[config.mk]
export PLATFORM = sky130hd
export DESIGN_NAME = mk14_display_top
export DESIGN_NICKNAME = d
export VERILOG_FILES = /design/src/verilog/mk14_mem_pkg.sv /design/src/verilog/tm1638_pkg.sv /design/src/verilog/bram_dp.sv /design/src/verilog/display_scanner.sv /design/src/verilog/tm1638_tx.sv /design/src/verilog/mk14_display_top.sv
export VERILOG_INCLUDE_DIRS = /design/src /design/src/verilog
export SDC_FILE = /design/constraint.sdc
export NUM_CORES = 2
export LEC_CHECK = 0
export BUFFER_PORTS_ARGS = -buffer_cell sky130_fd_sc_hd__buf_2
export CORE_ASPECT_RATIO = 1.75
export CORE_UTILIZATION = 30
export CTS_CLUSTER_SIZE = 20
export DETAILED_ROUTE_END_ITERATION = 16
export PLACE_DENSITY_LB_ADDON = 0.15
export REMOVE_ABC_BUFFERS = 1
export SKIP_LAST_GASP = 1
export SYNTH_ARGS = -nofsm -noshare
export SYNTH_HDL_FRONTEND = slang
export SYNTH_SLANG_ARGS = --single-unit
[constraint.sdc]
create_clock -name clk -period 3 [get_ports clk]
set_clock_uncertainty 0.05 [all_clocks]
set_input_delay 0.45 -clock clk [delete_from_list [all_inputs] [get_ports clk]]
set_output_delay 0.45 -clock clk [all_outputs]
set_load 0.01 [all_outputs]
[src/verilog/mk14_defines.svh]
// MK14 display constants

`ifndef MK14_DEFINES_SVH
`define MK14_DEFINES_SVH

// memory map.
`define MK14_ADDR_W 9
`define MK14_SEG7_BASE 'h100
`define MK14_SEG7_COUNT 8

// refresh timer, kept short so simulation sees many frames.
`define MK14_REFRESH_CYCLES 600

// clock cycles per half period of the serial clock.
`define MK14_BIT_DIV 2

`endif

[src/verilog/mk14_mem_pkg.sv]
// Memory side types

`include "mk14_defines.svh"

package mk14_mem_pkg;

	// byte address into the trainer memory.
	typedef logic [`MK14_ADDR_W-1:0] addr_t;

	// one memory byte.
	typedef logic [7:0] byte_t;

endpackage

[src/verilog/tm1638_pkg.sv]
// TM1638 protocol types

package tm1638_pkg;

	typedef logic [7:0] cmd_t;	// one byte on the serial stream.
	typedef logic [2:0] bright_t;	// display brightness.

	// ########################################
	// command bytes
	// ########################################
	localparam cmd_t CMD_DATA_AUTO = 8'h40;	// write data, auto increment.
	localparam cmd_t CMD_ADDR0 = 8'hC0;	// start at display address 0.
	localparam cmd_t CMD_CTRL_ON = 8'h88;	// display on, brightness in bits 2:0.

	// frame sequencer states.
	typedef enum logic [2:0] {
		S_IDLE,
		S_SET_MODE,
		S_SET_ADDR,
		S_FETCH,
		S_SEND_DIGIT,
		S_SEND_LED,
		S_CTRL
	} scan_state_t;

endpackage

[src/verilog/bram_dp.sv]
// Dual-port byte memory

`timescale 1ns/1ns

`include "mk14_defines.svh"

module bram_dp (
	input logic clk,

	// host port, write and read.
	input logic i_a_we,
	input mk14_mem_pkg::addr_t i_a_addr,
	input mk14_mem_pkg::byte_t i_a_wdata,
	output mk14_mem_pkg::byte_t o_a_rdata,

	// scanner port, read only.
	input mk14_mem_pkg::addr_t i_b_addr,
	output mk14_mem_pkg::byte_t o_b_rdata
);

localparam int DEPTH = 2 ** `MK14_ADDR_W;

mk14_mem_pkg::byte_t mem [0:DEPTH-1];

// ########################################
// port A
// ########################################
always_ff @(posedge clk) begin
	if (i_a_we) begin
		mem[i_a_addr] <= i_a_wdata;
	end
	o_a_rdata <= mem[i_a_addr];	// old data on a write.
end

// ########################################
// port B
// ########################################
always_ff @(posedge clk) begin
	o_b_rdata <= mem[i_b_addr];
end

endmodule

[src/verilog/display_scanner.sv]
// Display refresh scanner

`timescale 1ns/1ns

`include "mk14_defines.svh"

module display_scanner (
	input logic clk,
	input logic rst_n,
	input tm1638_pkg::bright_t i_brightness,

	output mk14_mem_pkg::addr_t o_rd_addr,
	input mk14_mem_pkg::byte_t i_rd_data,

	output tm1638_pkg::cmd_t o_tx_byte,
	output logic o_tx_valid,
	output logic o_tx_last,
	input logic i_tx_ready
);

localparam int REF_W = $clog2(`MK14_REFRESH_CYCLES);
localparam int IDX_W = $clog2(`MK14_SEG7_COUNT);

logic [REF_W-1:0] refresh_cnt;
logic tick;
logic xfer;
logic [IDX_W-1:0] idx;
tm1638_pkg::scan_state_t state;

assign tick = (refresh_cnt == '0);
assign xfer = o_tx_valid & i_tx_ready;

// address leads the fetch state by at least one cycle.
assign o_rd_addr = mk14_mem_pkg::addr_t'(`MK14_SEG7_BASE) + mk14_mem_pkg::addr_t'(idx);

// ########################################
// refresh timer
// ########################################
always_ff @(posedge clk) begin
	if (!rst_n || tick) begin
		refresh_cnt <= REF_W'(`MK14_REFRESH_CYCLES - 1);
	end else begin
		refresh_cnt <= refresh_cnt - 1'b1;
	end
end

// ########################################
// frame sequencer
// ########################################
always_ff @(posedge clk) begin
	if (!rst_n) begin
		state <= tm1638_pkg::S_IDLE;
		o_tx_valid <= 1'b0;
		o_tx_last <= 1'b0;
		idx <= '0;
	end else begin
		case (state)
		tm1638_pkg::S_IDLE: if (tick) begin	// busy ticks are dropped.
			o_tx_byte <= tm1638_pkg::CMD_DATA_AUTO;
			o_tx_last <= 1'b1;
			o_tx_valid <= 1'b1;
			state <= tm1638_pkg::S_SET_MODE;
		end
		tm1638_pkg::S_SET_MODE: if (xfer) begin
			o_tx_byte <= tm1638_pkg::CMD_ADDR0;
			o_tx_last <= 1'b0;
			idx <= '0;
			state <= tm1638_pkg::S_SET_ADDR;
		end
		tm1638_pkg::S_SET_ADDR: if (xfer) begin
			o_tx_valid <= 1'b0;
			state <= tm1638_pkg::S_FETCH;
		end
		tm1638_pkg::S_FETCH: begin
			o_tx_byte <= i_rd_data;	// segment pattern.
			o_tx_valid <= 1'b1;
			state <= tm1638_pkg::S_SEND_DIGIT;
		end
		tm1638_pkg::S_SEND_DIGIT: if (xfer) begin
			o_tx_byte <= 8'h00;	// LEDs stay dark.
			o_tx_last <= (idx == IDX_W'(`MK14_SEG7_COUNT - 1));
			idx <= idx + 1'b1;
			state <= tm1638_pkg::S_SEND_LED;
		end
		tm1638_pkg::S_SEND_LED: if (xfer) begin
			if (o_tx_last) begin
				o_tx_byte <= tm1638_pkg::CMD_CTRL_ON | tm1638_pkg::cmd_t'(i_brightness);
				state <= tm1638_pkg::S_CTRL;
			end else begin
				o_tx_valid <= 1'b0;
				state <= tm1638_pkg::S_FETCH;
			end
		end
		tm1638_pkg::S_CTRL: if (xfer) begin
			o_tx_valid <= 1'b0;
			o_tx_last <= 1'b0;
			state <= tm1638_pkg::S_IDLE;
		end
		default: state <= tm1638_pkg::S_IDLE;
		endcase
	end
end

endmodule

[src/verilog/tm1638_tx.sv]
// TM1638 serial transmitter

`timescale 1ns/1ns

`include "mk14_defines.svh"

module tm1638_tx #(
	parameter int HALF_BIT = `MK14_BIT_DIV	// cycles per serial clock half period.
) (
	input logic clk,
	input logic rst_n,

	input tm1638_pkg::cmd_t i_byte,
	input logic i_valid,
	input logic i_last,
	output logic o_ready,

	output logic o_tm1638_clk,
	output logic o_tm1638_stb,
	output logic o_tm1638_dio
);

localparam int DIV_W = $clog2(HALF_BIT + 1);
localparam int GAP = 2 * HALF_BIT;	// minimum strobe high time.
localparam int GAP_W = $clog2(GAP);

tm1638_pkg::cmd_t sh;
logic busy;
logic last_q;
logic phase_hi;
logic [2:0] bit_cnt;
logic [DIV_W-1:0] div_cnt;
logic [GAP_W-1:0] gap_cnt;
logic final_edge;

assign o_ready = ~busy & ~last_q & (gap_cnt == '0);

// the shift register empties one cycle early, so that cycle
// is the last of the high phase and back to back bytes have no gap.
assign final_edge = (bit_cnt == 3'd7) &&
	((phase_hi && div_cnt == DIV_W'(1)) || (!phase_hi && div_cnt == '0 && HALF_BIT == 1));

// ########################################
// shifter and pin control
// ########################################
always_ff @(posedge clk) begin
	if (!rst_n) begin
		busy <= 1'b0;
		last_q <= 1'b0;
		phase_hi <= 1'b1;
		bit_cnt <= '0;
		div_cnt <= '0;
		gap_cnt <= '0;
		o_tm1638_clk <= 1'b1;
		o_tm1638_stb <= 1'b1;
		o_tm1638_dio <= 1'b1;
	end else if (busy) begin
		if (div_cnt != '0) begin
			div_cnt <= div_cnt - 1'b1;
		end else begin
			div_cnt <= DIV_W'(HALF_BIT - 1);
			if (!phase_hi) begin
				phase_hi <= 1'b1;
				o_tm1638_clk <= 1'b1;	// display samples here.
			end else begin
				phase_hi <= 1'b0;
				o_tm1638_clk <= 1'b0;
				bit_cnt <= bit_cnt + 1'b1;
				sh <= sh >> 1;
				o_tm1638_dio <= sh[1];	// next bit, LSB first.
			end
		end
		if (final_edge) begin
			busy <= 1'b0;
		end
	end else if (last_q) begin
		// group done, strobe goes high.
		last_q <= 1'b0;
		o_tm1638_stb <= 1'b1;
		gap_cnt <= GAP_W'(GAP - 1);
	end else if (gap_cnt != '0) begin
		gap_cnt <= gap_cnt - 1'b1;
	end else if (i_valid) begin
		sh <= i_byte;
		last_q <= i_last;
		busy <= 1'b1;
		phase_hi <= 1'b0;
		bit_cnt <= '0;
		div_cnt <= DIV_W'(HALF_BIT - 1);
		o_tm1638_stb <= 1'b0;
		o_tm1638_clk <= 1'b0;
		o_tm1638_dio <= i_byte[0];
	end
end

endmodule

[src/verilog/mk14_display_top.sv]
// MK14 display subsystem

`timescale 1ns/1ns

`include "mk14_defines.svh"

module mk14_display_top (
	input logic clk,
	input logic rst_n,

	// host memory port.
	input logic i_wr_en,
	input mk14_mem_pkg::addr_t i_wr_addr,
	input mk14_mem_pkg::byte_t i_wr_data,
	output mk14_mem_pkg::byte_t o_rd_data,

	input tm1638_pkg::bright_t i_brightness,

	// LED&KEY board pins.
	output logic o_ledkey_clk,
	output logic o_ledkey_stb,
	output logic o_ledkey_dio
);

mk14_mem_pkg::addr_t scan_addr;
mk14_mem_pkg::byte_t scan_data;
tm1638_pkg::cmd_t tx_byte;
logic tx_valid;
logic tx_last;
logic tx_ready;

bram_dp u_mem (
	.clk(clk),
	.i_a_we(i_wr_en),
	.i_a_addr(i_wr_addr),
	.i_a_wdata(i_wr_data),
	.o_a_rdata(o_rd_data),
	.i_b_addr(scan_addr),
	.o_b_rdata(scan_data)
);

display_scanner u_scan (
	.clk(clk),
	.rst_n(rst_n),
	.i_brightness(i_brightness),
	.o_rd_addr(scan_addr),
	.i_rd_data(scan_data),
	.o_tx_byte(tx_byte),
	.o_tx_valid(tx_valid),
	.o_tx_last(tx_last),
	.i_tx_ready(tx_ready)
);

tm1638_tx #(.HALF_BIT(`MK14_BIT_DIV)) u_tx (
	.clk(clk),
	.rst_n(rst_n),
	.i_byte(tx_byte),
	.i_valid(tx_valid),
	.i_last(tx_last),
	.o_ready(tx_ready),
	.o_tm1638_clk(o_ledkey_clk),
	.o_tm1638_stb(o_ledkey_stb),
	.o_tm1638_dio(o_ledkey_dio)
);

endmodule

; ---- Word-level counts from Yosys, hierarchy flattened
; Memory sizes are Yosys's and may differ from the RTL's. A register that Yosys moved wholly into a read port is not among the register bits.
; Index checks and enable logic that the tools add are counted.
[word_totals]
ff_bits = 46
latchBits = 0
mem_bits_rw = 4096
mem_bits_ro = 0
in_bits = 23
elab_cells = 145
mem_count = 1
[op_classes]
addsub = 6
mul = 0
div_mod_pow = 0
magnitude_cmp = 0
eq_ne = 24
shift = 0
muxes = 65
bitwise_logic = 5
reduce_logical = 29
[memory_table]
columns = memory, depth, word_bits, rd, rd_clocked_by_memory_dff, wr, line
row1 = u_mem.mem, 512, 8, 2, 2, 1, bram_dp.sv:23  ; mk14_mem_pkg::byte_t mem [0:DEPTH-1];
[ops]
columns = operator, n
row1 = 2-to-1 mux 8 bit, 11
row2 = 2-to-1 mux 3 bit, 14
row3 = one-hot mux 8 bit (5 select lines), 1
row4 = 2-to-1 mux 1 bit, 28
row5 = "!= test 2 x 1 -> 1 bit, second input constant", 12
row6 = one-hot mux 3 bit (7 select lines), 1
row7 = "equality test 3 bit, second input constant", 5
row8 = 2-to-1 mux 2 bit, 7
row9 = AND reduction 6 bit, 2
row10 = nonzero test 2 bit, 6
row11 = logical NOT 10 bit, 1
row12 = AND reduction 5 bit, 2
row13 = "subtractor 10 x 1 -> 10 bit, second input constant", 1
row14 = "adder 9 x 3 -> 9 bit, first input constant", 1
row15 = AND reduction 3 bit, 3
row16 = AND reduction 4 bit, 2
row17 = AND reduction 7 bit, 1
row18 = "adder 3 x 1 -> 3 bit, second input constant", 2
row19 = "equality test 3 x 2 -> 1 bit, second input constant", 2
row20 = "!= test 2 bit, second input constant", 3
row21 = one-hot mux 3 bit (2 select lines), 1
row22 = nonzero test 5 bit, 1
row23 = one-hot mux 1 bit (4 select lines), 1
row24 = nonzero test 4 bit, 1
row25 = other kinds (14), 20

; ---- Longest topological paths before layout
[logic_depth]
depth_word = 6
depth_mapped = 14

; ---- Modules after synthesis
; A second synthesis with hierarchy kept.
[unflattened]
cells_unflattened = 11082
area_unflattened_um2 = 196259.5
[by_module_without_submodules]
columns = module, instances, cells_per_inst, area_each_um2
row1 = bram_dp, 1, 10844, 193937.3
row2 = display_scanner, 1, 157, 1397.6
row3 = tm1638_tx, 1, 81, 924.6

; ---- Least setup slack after synthesis
; Ideal clock, no wire load.
[synth_timing]
kind = input to register
from = input i_wr_addr[1]
to = memory u_mem.mem[199][0] in the netlist's numbering, enable pin
setup_time_ps = 370
arrival_ps = 2880
required_time_ps = 2580
setup_slack_ps = -300
stages = 11
n_path_buf = 9
cell_sequence = buf_4 > buf_4 > buf_4 > buf_4 > buf_2 > buf_4 > buf_2 > buf_2 > nand4_1 > clkbuf_1 > nor2_1
[synth_rtl]
columns = element, line
row1 = from (decl), mk14_display_top.sv:13  ; input mk14_mem_pkg::addr_t i_wr_addr,
row2 = to (decl), bram_dp.sv:23
; Straight into the memory's write port.

==> flow_summary_export.csv <==
group,metric,value,unit
worst_setup_path,reg2reg_slack,-0.33,ns
global_route,grt_pass1_vias,92177,
min_path,hold_path_class,"input port to flip-flop",
sta,timing.fmax,0.300,GHz
worst_setup_path,startpoint_type,"flip-flop",
final_layout,final_cell_mix,"4111 x edfxtp_1, 1600 x buf_4, 895 x mux4_2, 585 x nor2_1, 453 x mux2i_1",
power_and_ir_drop,clockPowerShare,41.6,%
final_layout,stdcell_count,17208,
worst_setup_path,cp_max_fo,1,
synth,synth_seq_cells,4157,
synth,synth.area.top_cells,"edfxtp_1 76%, mux4_2 12%, mux2i_1 2.9%",
routing,drt-initial-drc-count,6582,
cts,cts.clk_slew.worst_paths,0.06,ns
final_layout,area_delta_synth_final,23.8,%
routing,vias,85765,
floorplanning,fp.dieW,557,µm
routing,drt_wl_total,574000,µm
sta,hold_violations,0,
sta,rsz0062_at_grt,"yes",
sta,period_share,111,%
sta,max_slew.worst_pin.slew,1.39,ns
synth,yosysWarnings,0,
global_route,grt_first_pass_wirelength,779000,µm
worst_setup_path,critPathKind,"flip-flop to flip-flop",
cts,h-tree-depth,5,
placement,post-dp-hpwl,411000,µm
worst_setup_path,timing.rr.end,"u_mem.o_a_rdata[5]",
power_and_ir_drop,p_comb_share,6.1,%
routing,wl_per_cell,33.4,µm
synth,synth_cells,7858,
synth,yosys.cell_types.count,75,
min_path,holdPathStages,3,
cts,worstSkewPairLatency,0.95,ns
power_and_ir_drop,p_switching,27.5,mW
cts,cts_buffers,396,
synth,syn_area_per_cell,20.6,µm²
final_layout,drive_gt1_share,35.6,%
worst_setup_path,timing.rr.start,"u_mem.mem[59][5]",
synth,synthXorXnorAreaFrac,0.0324,%
synth,synth_top_area_share,76.2,%
worst_setup_path,arrival,4.08,ns
power_and_ir_drop,peakVddDrop,632,µV
outcome,violations,"negative setup slack",
synth,synth_edf_count,4111,
sta,period_needed,3.33,ns
cts,cts_tree,"yes",
synth,synth_top_family_by_area,"multiplexers",
floorplanning,die_h,974,µm
global_route,antenna_found_initial,27,
synth,async_flop_share,0,%
placement,portBuffers,33,
sta,slew_headroom,6.61,%
power_and_ir_drop,power.density,610,nW/µm²
synth,synth_fa_ha_area_share,0.0541,%
synth,synth_compound_area_share,2.76,%
cts,cts_sinks,4157,
final_layout,fin_util,37.3,%
synth,synthSimpleGateAreaFrac,3.12,%
routing,drc_errors,0,
final_layout,final_common_cell,"edfxtp_1",
placement,dp_slack,-2.09,ns
worst_setup_path,cp.required,3.74,ns
power_and_ir_drop,p_leak,66.1,nW
sta,layout_setup_ws,-0.332,ns
floorplanning,core_area,537000,µm²
global_route,grt_remaining_overflow,0,
synth,ys_seq_area_share,76.8,%
worst_setup_path,end_kind,"flip-flop",
global_route,grt_max_degree,141,
power_and_ir_drop,switching_share,22.5,%
sta,setup_viol,5,
synth,synth_top_area_cell,"edfxtp_1",
floorplanning,io_pins,34,
worst_setup_path,r2r_cells,9,
outcome,status,"finished, violations left",
floorplanning,start_util,30.2,%
sta,maxSlewViolCount,0,
floorplanning,std_cell_rows,356,
placement,place_congestion,0.901,
synth,syn_area,162000,µm²
power_and_ir_drop,seqPwrFrac,52.3,%
min_path,hold_end,"u_tx.o_tm1638_dio",
synth,ys.flop_type,"edfxtp_1",
synth,synth_mux_area_share,15.7,%
min_path,hold_start,"rst_n",
routing,ant_nets,0,
routing,drt_pass1_iterations,7,
job,maxCapViolCount,0,
cts,cts_root_buffer,"clkbuf_16",
global_route,grt_usage,20.8,%
cts,clock_path_buffers,4,
final_layout,nets,9727,
floorplanning,dieArea,543000,µm²
placement,dp_cells,16383,
power_and_ir_drop,p_int,94.8,mW
routing,viasPerCell,4.98,
registers in the layout, indices dropped and copies added, names as in the netlist:
register / flops
u_mem.mem: 4096
u_scan.refresh_cnt: 10
u_mem.o_a_rdata: 8
u_mem.o_b_rdata: 8
u_scan.o_tx_byte: 8
u_tx.sh: 7
u_scan.idx: 3
u_scan.state: 3
u_tx.bit_cnt: 3
u_tx.div_cnt: 2
u_tx.gap_cnt: 2
u_scan.o_tx_last: 1
u_scan.o_tx_valid: 1
u_tx.busy: 1
u_tx.last_q: 1
u_tx.o_tm1638_clk: 1
u_tx.o_tm1638_dio: 1
u_tx.o_tm1638_stb: 1
cell families after synthesis:
logic type | Yosys count
DFF | 4157
muxes | 1409
and+or+nand+nor | 1109
AOI/OAI and AO/OA | 658
buffers and inverters | 512
adders and majority gates | 7
xor gates and xnor gates | 6
metrics by stage:
step / total power, mW / TNS, ns / hold slack [ns] / instance area (µm²)
after detailed placement: 72.6 / -1245.13 / 0.347 / 186000
after floorplan: 67.3 / -4520.87 / 0.321 / 159000
after global routing: 125 / -0.586 / 0.305 / 201000
final: 122 / -0.809 / 0.313 / 201000
after global placement: 72.5 / -1279.20 / 0.337 / 186000
after CTS: 123 / -0.759 / 0.240 / 200000
Yosys cell counts (7+ instances only):
library cell and count:
nor3_1 17, and2_1 10, a31oi_1 25, dfxtp_1 46
nor2b_1 45, clkbuf_1 210, o21ai_0 105, a22oi_1 71
and3_1 24, a32oi_1 9, a311oi_1 7, mux2i_1 464
a2111oi_0 12, o211ai_1 14, nand2_1 151, nand3_1 113
buf_4 67, a21oi_1 76, edfxtp_1 4111, o22ai_1 157
nand2b_1 11, buf_2 168, buf_1 29, a22o_1 16
o221ai_1 8, a221oi_1 31, nor3b_1 9, mux2_2 50
or4_1 9, nor2_1 588, a211oi_1 70, buf_6 25
ha_1 7, nand4_1 68, nor4_1 22, inv_1 11
mux4_2 895
worst max-delay path, cell delays in order, from the launching register on:
cell and delay (ns):
edfxtp_1 0.35, mux4_2 0.51, mux2i_4 0.38, buf_4 0.19
o32ai_1 0.13, a2111oi_4 0.63, buf_4 0.22, nand4_1 0.29
a311oi_2 0.31, nand4_1 0.13
timing repair:
item / 4_1_cts / 5_1_grt
gates resized for setup: 81 / 80
buffers inserted: 31 / 30
hold buffers: 12 / 0
cloned: 5 / 2
pin swaps: 14 / 17
setup endpoints to repair: 8 / 8
hold endpoints to repair: 224 / 0
power by group through the flow:
stage	Sequential (mW)	Clock (mW)	Combinational, mW
finish	63.9	50.9	7.50
global route	63.9	53.7	7.77
CTS	63.9	52.0	7.53
detailed placement	65.2	0	7.36
global placement	65.2	0	7.28
floorplan	65.2	0	2.15
routing by layer:
| layer | share of wire (%) | track usage [%] | vias up |
|---|---|---|---|
| met5 | 0.0071 | 0 | - |
| met1 | 34 | 21.8 | 46494 |
| li1 | - | - | 36344 |
| met2 | 56 | 40.5 | 2102 |
| met3 | 3.2 | 1.83 | 819 |
| met4 | 6.3 | 11.3 | 6 |
area by class of cell:
cell class | count | area [µm²]
Antenna cell | 18 | 45.0
Clock inverter | 241 | 2410
Multi-Input combinational cell | 3189 | 35900
Tap cell | 7160 | 8960
Clock buffer | 490 | 10500
Timing Repair Buffer | 1940 | 18300
Inverter | 13 | 58.8
Sequential cell | 4157 | 124000
Fill cell | 49522 | 337000
worst max-delay path by stage:
stage                       from                 end  slack [ns]  cells after the start
2_1_floorplan       i_wr_addr[3]  u_mem.o_a_rdata[4]       -4.91                      7
3_3_place_gp        i_wr_addr[1]  u_mem.o_a_rdata[5]       -2.74                     12
3_5_place_dp        i_wr_addr[1]  u_mem.o_a_rdata[5]       -2.09                     12
4_1_cts        u_mem.mem[480][4]  u_mem.o_a_rdata[4]       -0.31                      8
5_1_grt         u_mem.mem[58][5]  u_mem.o_a_rdata[5]       -0.28                      9
6_report        u_mem.mem[59][5]  u_mem.o_a_rdata[5]       -0.33                      9
Power figures use the tool's default switching activity.
